File: src/arith_pkg.sv
// ##########################################################
// datapath constants for the pipelined adder-subtractor
// import into any block that sizes operands or results
// ##########################################################

package arith_pkg;

    // ######################################################
    // word geometry
    // ######################################################

    // operand and result width, must stay even so both halves match
    localparam int word_width = 32;

    localparam int half_width = word_width / 2; // one half per pipeline stage

    // ######################################################
    // timing
    // ######################################################

    // clock edges from the handshake cycle to out_valid without stall
    // the edge that accepts the item counts as the first one
    localparam int pipe_latency = 2;

endpackage

File: src/ctrl_regs_pkg.sv
// ##########################################################
// register map of the adder-subtractor control block
// addresses, field positions and widths for the register port
// ##########################################################

package ctrl_regs_pkg;

    localparam int reg_addr_width = 2;
    localparam int reg_data_width = 32;

    // ######################################################
    // addresses
    // ######################################################

    localparam logic [reg_addr_width-1:0] addr_ctrl   = 2'd0; // mode and carry-in
    localparam logic [reg_addr_width-1:0] addr_status = 2'd1; // sticky flags, write 1 to clear
    localparam logic [reg_addr_width-1:0] addr_count  = 2'd2; // completed results, read only

    // ######################################################
    // fields
    // ######################################################

    localparam int ctrl_sub_bit = 0;
    localparam int ctrl_cin_bit = 1;

    localparam int status_carry_bit = 0;
    localparam int status_ovf_bit   = 1;

    // the counter wraps at this width
    localparam int count_width = 16;

endpackage

File: src/addsub_ctrl_regs.sv
// ##########################################################
// control block beside the adder-subtractor pipe
// drives mode and carry-in, keeps sticky flags and a result counter
// single-cycle write port, combinational read port
// ##########################################################

module addsub_ctrl_regs (
    input  logic                                     clock,
    input  logic                                     rst_n,
    input  logic                                     reg_wr_en,
    input  logic [ctrl_regs_pkg::reg_addr_width-1:0] reg_addr,
    input  logic [ctrl_regs_pkg::reg_data_width-1:0] reg_wr_data,
    output logic [ctrl_regs_pkg::reg_data_width-1:0] reg_rd_data,
    output logic                                     cfg_sub,
    output logic                                     cfg_cin,
    input  logic                                     out_valid,
    input  logic                                     out_ready,
    input  logic                                     out_carry,
    input  logic                                     out_overflow
);
    import ctrl_regs_pkg::*;

    logic                   transfer;
    logic                   wr_ctrl;
    logic                   wr_status;
    logic                   status_carry;
    logic                   status_ovf;
    logic [count_width-1:0] count;

    assign transfer  = out_valid && out_ready; // one result leaves the pipe
    assign wr_ctrl   = reg_wr_en && (reg_addr == addr_ctrl);
    assign wr_status = reg_wr_en && (reg_addr == addr_status);

    always_ff @(posedge clock) begin
        if (!rst_n) begin
            cfg_sub <= 1'b0;
            cfg_cin <= 1'b0;
        end else if (wr_ctrl) begin
            cfg_sub <= reg_wr_data[ctrl_sub_bit];
            cfg_cin <= reg_wr_data[ctrl_cin_bit];
        end
    end

    // a flag raised in the same cycle as its clear stays set
    always_ff @(posedge clock) begin
        if (!rst_n) begin
            status_carry <= 1'b0;
            status_ovf   <= 1'b0;
        end else begin
            status_carry <= (status_carry && !(wr_status && reg_wr_data[status_carry_bit]))
                            || (transfer && out_carry);
            status_ovf   <= (status_ovf && !(wr_status && reg_wr_data[status_ovf_bit]))
                            || (transfer && out_overflow);
        end
    end

    // writes to the counter address fall through and are ignored
    always_ff @(posedge clock) begin
        if (!rst_n) begin
            count <= '0;
        end else if (transfer) begin
            count <= count + 1'b1; // wraps silently
        end
    end

    always_comb begin
        reg_rd_data = '0;
        case (reg_addr)
            addr_ctrl: begin
                reg_rd_data[ctrl_sub_bit] = cfg_sub;
                reg_rd_data[ctrl_cin_bit] = cfg_cin;
            end
            addr_status: begin
                reg_rd_data[status_carry_bit] = status_carry;
                reg_rd_data[status_ovf_bit]   = status_ovf;
            end
            addr_count: reg_rd_data[count_width-1:0] = count;
            default: reg_rd_data = '0; // address 3 is unmapped
        endcase
    end

    // the counter tracks output transfers and nothing else
    assert property (@(posedge clock) disable iff (!rst_n)
        !transfer |=> $stable(count));

endmodule

File: src/addsub_pipe2.sv
// ##########################################################
// two-stage pipelined adder-subtractor with valid/ready streams
// lower half in stage 1, upper half in stage 2
// the whole pipe freezes while the output is held by back-pressure
// ##########################################################

module addsub_pipe2 (
    input  logic                             clock,
    input  logic                             rst_n,
    input  logic                             cfg_sub,
    input  logic                             cfg_cin,
    input  logic                             in_valid,
    output logic                             in_ready,
    input  logic [arith_pkg::word_width-1:0] in_a,
    input  logic [arith_pkg::word_width-1:0] in_b,
    output logic                             out_valid,
    input  logic                             out_ready,
    output logic [arith_pkg::word_width-1:0] out_result,
    output logic                             out_carry,
    output logic                             out_overflow
);
    import arith_pkg::*;

    logic advance;

    // lower half adder outputs
    logic [half_width-1:0] lo_sum;
    logic                  lo_carry;

    // stage 1 registers
    logic                  s1_valid;
    logic [half_width-1:0] s1_sum_lo;
    logic                  s1_carry;
    logic [half_width-1:0] s1_a_hi;
    logic [half_width-1:0] s1_b_hi;
    logic                  s1_sub;

    // upper half adder outputs
    logic [half_width-1:0] hi_sum;
    logic                  hi_carry;
    logic                  hi_overflow;

    // the pipe moves as one unit, so a free output slot frees every stage
    assign advance  = !out_valid || out_ready;
    assign in_ready = advance;

    // ######################################################
    // stage 1: lower half
    // ######################################################

    ripple_addsub #(
        .width (half_width)
    ) i_add_lo (
        .sub       (cfg_sub),
        .carry_in  (cfg_cin),
        .a         (in_a[half_width-1:0]),
        .b         (in_b[half_width-1:0]),
        .sum       (lo_sum),
        .carry_out (lo_carry),
        .overflow  ()
    );

    always_ff @(posedge clock) begin
        if (!rst_n) begin
            s1_valid <= 1'b0;
        end else if (advance) begin
            s1_valid <= in_valid;
        end
    end

    // mode is captured with the item and travels with it
    always_ff @(posedge clock) begin
        if (advance && in_valid) begin
            s1_sum_lo <= lo_sum;
            s1_carry  <= lo_carry;
            s1_a_hi   <= in_a[word_width-1:half_width];
            s1_b_hi   <= in_b[word_width-1:half_width];
            s1_sub    <= cfg_sub;
        end
    end

    // ######################################################
    // stage 2: upper half
    // ######################################################

    ripple_addsub #(
        .width (half_width)
    ) i_add_hi (
        .sub       (s1_sub),
        .carry_in  (s1_carry),
        .a         (s1_a_hi),
        .b         (s1_b_hi),
        .sum       (hi_sum),
        .carry_out (hi_carry),
        .overflow  (hi_overflow)
    );

    always_ff @(posedge clock) begin
        if (!rst_n) begin
            out_valid <= 1'b0;
        end else if (advance) begin
            out_valid <= s1_valid;
        end
    end

    always_ff @(posedge clock) begin
        if (advance && s1_valid) begin
            out_result   <= {hi_sum, s1_sum_lo};
            out_carry    <= hi_carry;     // carry out of the full word
            out_overflow <= hi_overflow;  // sign bit lives in the upper half
        end
    end

    // ######################################################
    // checks
    // ######################################################

    // a stalled result must not move or change
    assert property (@(posedge clock) disable iff (!rst_n)
        out_valid && !out_ready |=> out_valid && $stable(out_result)
            && $stable(out_carry) && $stable(out_overflow));

    // an accepted item reaches the output once the pipe moves again
    assert property (@(posedge clock) disable iff (!rst_n)
        $past(rst_n && in_valid && in_ready) && in_ready |=> out_valid);

endmodule

File: src/addsub_top.sv
// ##########################################################
// top level of the add/subtract unit
// joins the register block and the two-stage pipe
// ##########################################################

module addsub_top (
    input  logic                                     clock,
    input  logic                                     rst_n,
    // operand stream
    input  logic                                     in_valid,
    output logic                                     in_ready,
    input  logic [arith_pkg::word_width-1:0]         in_a,
    input  logic [arith_pkg::word_width-1:0]         in_b,
    // result stream
    output logic                                     out_valid,
    input  logic                                     out_ready,
    output logic [arith_pkg::word_width-1:0]         out_result,
    output logic                                     out_carry,
    output logic                                     out_overflow,
    // register port
    input  logic                                     reg_wr_en,
    input  logic [ctrl_regs_pkg::reg_addr_width-1:0] reg_addr,
    input  logic [ctrl_regs_pkg::reg_data_width-1:0] reg_wr_data,
    output logic [ctrl_regs_pkg::reg_data_width-1:0] reg_rd_data
);

    logic cfg_sub; // from the control register into stage 1
    logic cfg_cin;

    addsub_ctrl_regs i_regs (
        .clock        (clock),
        .rst_n        (rst_n),
        .reg_wr_en    (reg_wr_en),
        .reg_addr     (reg_addr),
        .reg_wr_data  (reg_wr_data),
        .reg_rd_data  (reg_rd_data),
        .cfg_sub      (cfg_sub),
        .cfg_cin      (cfg_cin),
        .out_valid    (out_valid),
        .out_ready    (out_ready),
        .out_carry    (out_carry),
        .out_overflow (out_overflow)
    );

    // the register block watches the same result handshake the outside sees
    addsub_pipe2 i_pipe (
        .clock        (clock),
        .rst_n        (rst_n),
        .cfg_sub      (cfg_sub),
        .cfg_cin      (cfg_cin),
        .in_valid     (in_valid),
        .in_ready     (in_ready),
        .in_a         (in_a),
        .in_b         (in_b),
        .out_valid    (out_valid),
        .out_ready    (out_ready),
        .out_result   (out_result),
        .out_carry    (out_carry),
        .out_overflow (out_overflow)
    );

endmodule

File: src/ripple_addsub.sv
// ##########################################################
// combinational ripple-carry adder-subtractor
// sum = a + (sub ? ~b : b) + carry_in, with carry-out and overflow
// ##########################################################

module ripple_addsub #(
    parameter int width = 16
) (
    input  logic             sub,
    input  logic             carry_in,
    input  logic [width-1:0] a,
    input  logic [width-1:0] b,
    output logic [width-1:0] sum,
    output logic             carry_out,
    output logic             overflow
);

    logic [width-1:0] b_eff;
    logic [width:0]   carry; // carry[i] enters bit i

    // subtraction relies on carry_in being 1 for a two's complement result
    assign b_eff = b ^ {width{sub}};

    always_comb begin
        carry[0] = carry_in;
        for (int i = 0; i < width; i++) begin
            sum[i]       = a[i] ^ b_eff[i] ^ carry[i];
            carry[i + 1] = (a[i] & b_eff[i]) | (carry[i] & (a[i] ^ b_eff[i]));
        end
    end

    assign carry_out = carry[width];

    // signed overflow when the carry into the sign bit differs from the one out of it
    assign overflow = carry[width] ^ carry[width - 1];

endmodule

File: config.mk
export PLATFORM = sky130hd
export DESIGN_NAME = addsub_top
export DESIGN_NICKNAME = d
export VERILOG_FILES = /design/src/arith_pkg.sv /design/src/ctrl_regs_pkg.sv /design/src/addsub_ctrl_regs.sv /design/src/addsub_pipe2.sv /design/src/addsub_top.sv /design/src/ripple_addsub.sv
export SDC_FILE = /design/constraint.sdc
export NUM_CORES = 1
export LEC_CHECK = 0
export ABC_AREA = 0
export BUFFER_PORTS_ARGS = -buffer_cell sky130_fd_sc_hd__buf_2
export CELL_PAD_IN_SITES_DETAIL_PLACEMENT = 0
export CELL_PAD_IN_SITES_GLOBAL_PLACEMENT = 1
export CORE_ASPECT_RATIO = 1.4
export CORE_UTILIZATION = 44
export CTS_BUF_LIST = sky130_fd_sc_hd__clkbuf_8
export CTS_CLUSTER_DIAMETER = 100
export DETAILED_ROUTE_END_ITERATION = 16
export PLACE_DENSITY = 0.88
export SKIP_LAST_GASP = 1
export SLEW_MARGIN = 30
export SYNTH_ARGS = -nofsm -noshare
export SYNTH_HDL_FRONTEND = slang
export SYNTH_SLANG_ARGS = --single-unit
File: constraint.sdc
create_clock -name clock -period 15.2 [get_ports clock]
set_input_delay 2.28 -clock clock [delete_from_list [all_inputs] [get_ports clock]]
set_output_delay 2.28 -clock clock [all_outputs]
set_load 0.02 [all_outputs]
### After elaboration in Yosys (flattened, before gate mapping)

Index checks and enable logic that the tools add are counted.

| operators by class | value |
|---|---|
| shift-type cells | 0 |
| order comparisons | 0 |
| multiplexer cells | 2 |
| equality and inequality tests | 2 |
| bitwise operators | 163 |
| divide/modulo/power cells | 0 |
| reduce and logical (&&, ||, !) cells | 18 |
| $add $sub $neg | 1 |
| $mul | 0 |

Operators by type and width:

| kind | number |
|---|---|
| $xor 1x1->1 | 65 |
| $and 1x1->1 | 64 |
| $or 1x1->1 | 32 |
| $xor 16x16->16 | 2 |
| $add 16x1->16 const B | 1 |
| $mux 14 | 1 |
| $logic_and 1x1->1 | 11 |
| $pmux 2 s3 | 1 |
| $logic_not 1->1 | 3 |
| $logic_or 1x1->1 | 3 |
| $eq 2x1->1 const B | 1 |
| $eq 2x2->1 const B | 1 |
| $logic_not 2->1 | 1 |

| word-level totals | value |
|---|---|
| bits in read-only memories | 0 |
| latch bits | 0 |
| bits in writable memories | 0 |
| memories kept | 0 |
| flip-flop bits (word level) | 106 |

### Logic depth before layout (Yosys ltp)

| depth | value |
|---|---|
| word-level depth | 35 |
| gate-level depth with buffers | 23 |
| mapped depth without buffers | 21 |

### Hierarchy

Synthesis repeated with hierarchy kept, for this count alone.

| unflattened totals | value |
|---|---|
| cells, all modules | 369 |
| area total of the unflattened synthesis | 5061.1 um2 |

By module, submodules not included:

| module | sequential area each (um2) | times used | cells an instance | area each (um2) |
|---|---|---|---|---|
| addsub_pipe2 | 2562.5 | 1 | 94 | 2620.0 |
| ripple_addsub | 0.0 | 2 | 67 | 620.6 |
| addsub_ctrl_regs | 400.4 | 1 | 141 | 1199.9 |

### Least setup slack after synthesis

No wires, ideal clock.

| timing path | value |
|---|---|
| path type | in2reg |
| start point | in in_b[0] (netlist name) |
| end point | reg i_pipe.s1_sum_lo[15], data pin |
| required time | 14.931 ns |
| path buffers | 0 |
| cell stages on the path | 20 |
| arrival time | 8.357 ns |
| setup slack | 6.574 ns |
| path through | xnor2_1 > fa_1 > inv_1 > fa_1 > inv_1 > fa_1 > fa_1 > fa_1 > fa_1 > fa_1 > fa_1 > fa_1 > fa_1 > fa_1 > fa_1 > fa_1 > fa_1 > fa_1 > inv_1 > fa_1 |

| on the way | value |
|---|---|
| cells in the longest elaborated chain, start to end | 33 |
| elaborated cells between the ends (all ways) | 34 |

Ends and longest elaborated chain:

| item | RTL line | text |
|---|---|---|
| start, declared | addsub_top.sv:13 | `input logic [arith_pkg::word_width-1:0] in_b,` |
| $xor 16x16->16 * | ripple_addsub.sv:22 | `assign b_eff = b ^ {width{sub}};` |
| $xor 1x1->1 | ripple_addsub.sv:28 | `carry[i + 1] = (a[i] & b_eff[i]) \| (carry[i] & (a[i] ^ b_eff[i]));` |
| $and 1x1->1 | ripple_addsub.sv:28 |  |
| $or 1x1->1 * | ripple_addsub.sv:28 |  |
| $and 1x1->1 * | ripple_addsub.sv:28 |  |
| $or 1x1->1 * | ripple_addsub.sv:28 |  |
| $and 1x1->1 * | ripple_addsub.sv:28 |  |
| $or 1x1->1 * | ripple_addsub.sv:28 |  |
| [... 18 more ...] | -- |  |
| $and 1x1->1 * | ripple_addsub.sv:28 |  |
| $or 1x1->1 * | ripple_addsub.sv:28 |  |
| $and 1x1->1 * | ripple_addsub.sv:28 |  |
| $or 1x1->1 * | ripple_addsub.sv:28 |  |
| $and 1x1->1 * | ripple_addsub.sv:28 |  |
| $or 1x1->1 * | ripple_addsub.sv:28 |  |
| $xor 1x1->1 * | ripple_addsub.sv:27 | `sum[i] = a[i] ^ b_eff[i] ^ carry[i];` |
| net i_pipe.i_add_lo.sum[15] | ripple_addsub.sv:13 | `output logic [width-1:0] sum,` |
| end signal, assigned | addsub_pipe2.sv:74 | `s1_sum_lo <= lo_sum;` |
| end, declared | addsub_pipe2.sv:32 | `logic [half_width-1:0] s1_sum_lo;` |

Mark *: on every way through the listed nets, which the timed path passes. The rest lies on a longest branch.
A chain may end at the register's enable or synchronous reset.

### Final worst setup path

Same ends and word-level chain as after synthesis.

==> results.py <==
metrics = {
    "run_status": {
        "status": "completed",
    },
    "cells_and_area": {
        "layout-drive-gt1-share": 0.296,
        "layout_commonest_cell": "buf_2",
        "layout.nets": 629,
        "fillCellCount": 953,
        "final_cell_mix": "124 x buf_2, 84 x edfxtp_1, 68 x inv_1, 35 x xnor2_1, 32 x fa_1",
        "diodes": 0,
        "area_growth_pct": 17.7,
    },
    "grt": {
        "antenna_found_initial": 0,
        "busiest_layer": "met2",
        "grt_usage": 0.155,
        "globalRouteMet2Util": 0.289,
        "grt_pass1_wl_um": 13600,
        "grt_max_degree": 51,
        "use_met3": 0.0391,
        "use_met1": 0.164,
        "grt_pass1_vias": 2925,
        "grt.overflow.total": 0,
    },
    "logic_synthesis": {
        "synth_enable_flop_cells": 84,
        "synthCells": 366,
        "synth_top_area_share": 0.506,
        "avgSynthCellArea_um2": 13.6,
        "synth_top_area_cell": "edfxtp_1",
        "async_flop_share": 0,
        "ys.warnings.count": 0,
        "seq_area_frac_synth": 0.594,
        "ys.flop_type": "edfxtp_1",
        "synth.lib_cells_used.distinct": 35,
        "synthTopCellsByArea": "edfxtp_1 51%, fa_1 13%, dfxtp_1 8.8%",
        "netlist_area_um2": 4990,
        "ys_ff_latch": 106,
    },
    "detailed_routing": {
        "drtAntennaViolNets": 0,
        "viasPerCell": 4.49,
        "routed_wl_um": 8530,
        "drcViolationCount": 0,
        "routedWlPerCell_um": 13.4,
        "first_pass_iters": 4,
        "drtIter0Drc": 49,
        "dr_total_vias": 2867,
    },
    "cts": {
        "clock_latency_ps": 360,
        "clock-root-buffer": "clkbuf_8",
        "cts_tree": "built",
        "postCtsResizedCells": 0,
        "numCtsBuffers": 9,
        "cts_setup_buffers": 0,
        "cts_hold_buf": 0,
        "cts.sinks": 106,
        "path_clk_slew_ps": 100,
        "cts_buffer_depth": 2,
        "h-tree-depth": 3,
    },
    "floorplan": {
        "rows": 45,
        "ioPinCount": 171,
        "initial_utilization": 0.457,
        "dieArea_um2": 11800,
        "die_x_um": 92.0,
        "core_um2": 10900,
        "dieHeight_um": 128,
    },
    "critical_path": {
        "reg2reg_from": "i_pipe.s1_sub$_DFFE_PP_",
        "arrival_ps": 8770,
        "crit_top_cell": "fa_1",
        "critPathSlowestCell": "fa_1",
        "cp-start-kind": "input port",
        "startpoint": "in_b[0]",
        "cp.depth": 21,
        "path_class": "input port to flip-flop",
        "rr_worst_depth": 20,
        "crit_buf_inv": 4,
        "endpoint": "i_pipe.s1_sum_lo[15]$_DFFE_PP_",
        "ff2ff_setup_slack_ps": 7890,
        "r2r_end": "i_pipe.out_result[31]$_DFFE_PP_",
        "worstPathRequired_ps": 15310,
        "slowest_delay_ps": 410,
        "cp-end-kind": "flip-flop",
        "cpLargestDelayFamily": "adder cells",
        "worstPathMaxFanout": 1,
        "crit_chain": "buf_2 > xnor2_1 > fa_1 > inv_1 > fa_1 > inv_1 > fa_1 > fa_1 > fa_1 > fa_1 > fa_1 > fa_1 > fa_1 > fa_1 > fa_1 > fa_1 > fa_1 > fa_1 > fa_1 > inv_1 > fa_1",
    },
    "sta": {
        "finClkSkew_ps": 9.10,
        "relSlewSlack": 0.421,
        "finalCritPeriodShare": 0.569,
        "post-route-min-period_ps": 8650,
        "worst_pin_slew_ps": 861,
        "hold_violations": 0,
        "max_freq_mhz": 116,
        "rsz0062_at_grt": "no",
        "tns_ps": 0,
        "setup_violations": 0,
        "slew_violations": 0,
    },
    "placed_design": {
        "hpwl_um": 6410,
        "io_buffers": 124,
        "gp_congestion": 0.761,
    },
    "hold_path": {
        "min-delay-start": "i_pipe.s1_sum_lo[10]$_DFFE_PP_",
        "hold_class": "flip-flop to flip-flop",
    },
    "power_and_ir_drop": {
        "leakage_nw": 2.52,
        "cellPowerDensity_nw_per_um2": 102,
        "power_uw": 598,
        "vdd_drop_max_mv": 0.0401,
    },
    "run": {
        "maxCapViolCount": 0,
    },
}
state kept, by name (all words and copies together), names as in the netlist, 16 cells and up:
name               flops
i_pipe.out_result     32
i_pipe.s1_a_hi        16
i_pipe.s1_b_hi        16
i_pipe.s1_sum_lo      16
i_regs.count          16
where the power goes:
| group | total, mW | switching [mW] | leakage (nW) | internal [mW] |
|---|---|---|---|---|
| combinational | 0.0954 | 0.0577 | 1.45 | 0.0377 |
| clock | 0.150 | 0.0912 | 0.0819 | 0.0592 |
| sequential | 0.352 | 0.00664 | 0.982 | 0.345 |
| total | 0.598 | 0.155 | 2.52 | 0.442 |
cell usage after synthesis (3+ instances only):
cell type   n
nor2b_1     6
nor3_1      3
nand3_1     6
buf_4      16
nand4_1     3
and2_1     24
o21ai_0     6
nand2b_1    4
inv_1      68
a21boi_1    3
edfxtp_1   84
dfxtp_1    22
clkbuf_1    6
xor2_1      6
xnor2_1    35
or3_1       3
a21boi_0    3
mux2i_1     7
fa_1       32
nand2_1    10
kinds of logic (layout without fill, tap and decap cells):
family / after synthesis / after routing / share of synthesized area
and+or+nand+nor: 70 / 70 / 0.0858
buffers and inverters: 93 / 209 / 0.0828
AOI/OAI and AO/OA: 15 / 15 / 0.0196
adders and majority gates: 33 / 33 / 0.131
xor gates and xnor gates: 41 / 41 / 0.0720
DFF: 106 / 106 / 0.594
muxes: 7 / 7 / 0.0140
other: 1 / 16 / 0.000752
layer usage:
metal | share of wire | up-vias
met2 | 0.55 | 82
met5 | 0 | -
met4 | 0.016 | 0
met1 | 0.38 | 1381
li1 | - | 1393
met3 | 0.055 | 11
worst min-delay path by stage:
stage                     slack, ps  cells after the start                              end
final                           430                      0  i_pipe.out_result[10]$_DFFE_PP_
after global placement          400                      0  i_pipe.out_result[13]$_DFFE_PP_
after global routing            430                      0   i_pipe.out_result[1]$_DFFE_PP_
after floorplan                 400                      0   i_pipe.out_result[0]$_DFFE_PP_
after CTS                       430                      0   i_pipe.out_result[1]$_DFFE_PP_
after detailed placement        400                      0  i_pipe.out_result[15]$_DFFE_PP_
stage by stage:
stage | std cells | setup slack (ps) | hold WS [ps] | cell area (µm²) | util
final | 638 | 6550 | 427 | 5870 | 0.537
after floorplan | 381 | 6570 | 400 | 5040 | -
after global routing | 638 | 6320 | 432 | 5870 | 0.537
after detailed placement | 623 | 6110 | 405 | 5700 | 0.522
after CTS | 638 | 6530 | 428 | 5870 | 0.537
after global placement | 623 | 6290 | 400 | 5700 | 0.522
final cells by class:
class / count / area [µm²] / area share
Clock inverter: 6 / 42.5 / 0.00725
Inverter: 68 / 255 / 0.0435
Clock buffer: 9 / 124 / 0.0211
Timing Repair Buffer: 126 / 636 / 0.108
Sequential cell: 106 / 2960 / 0.505
Tap cell: 141 / 176 / 0.0301
Multi-Input combinational cell: 182 / 1670 / 0.285
No activity file was read; power rests on OpenSTA's default activity.
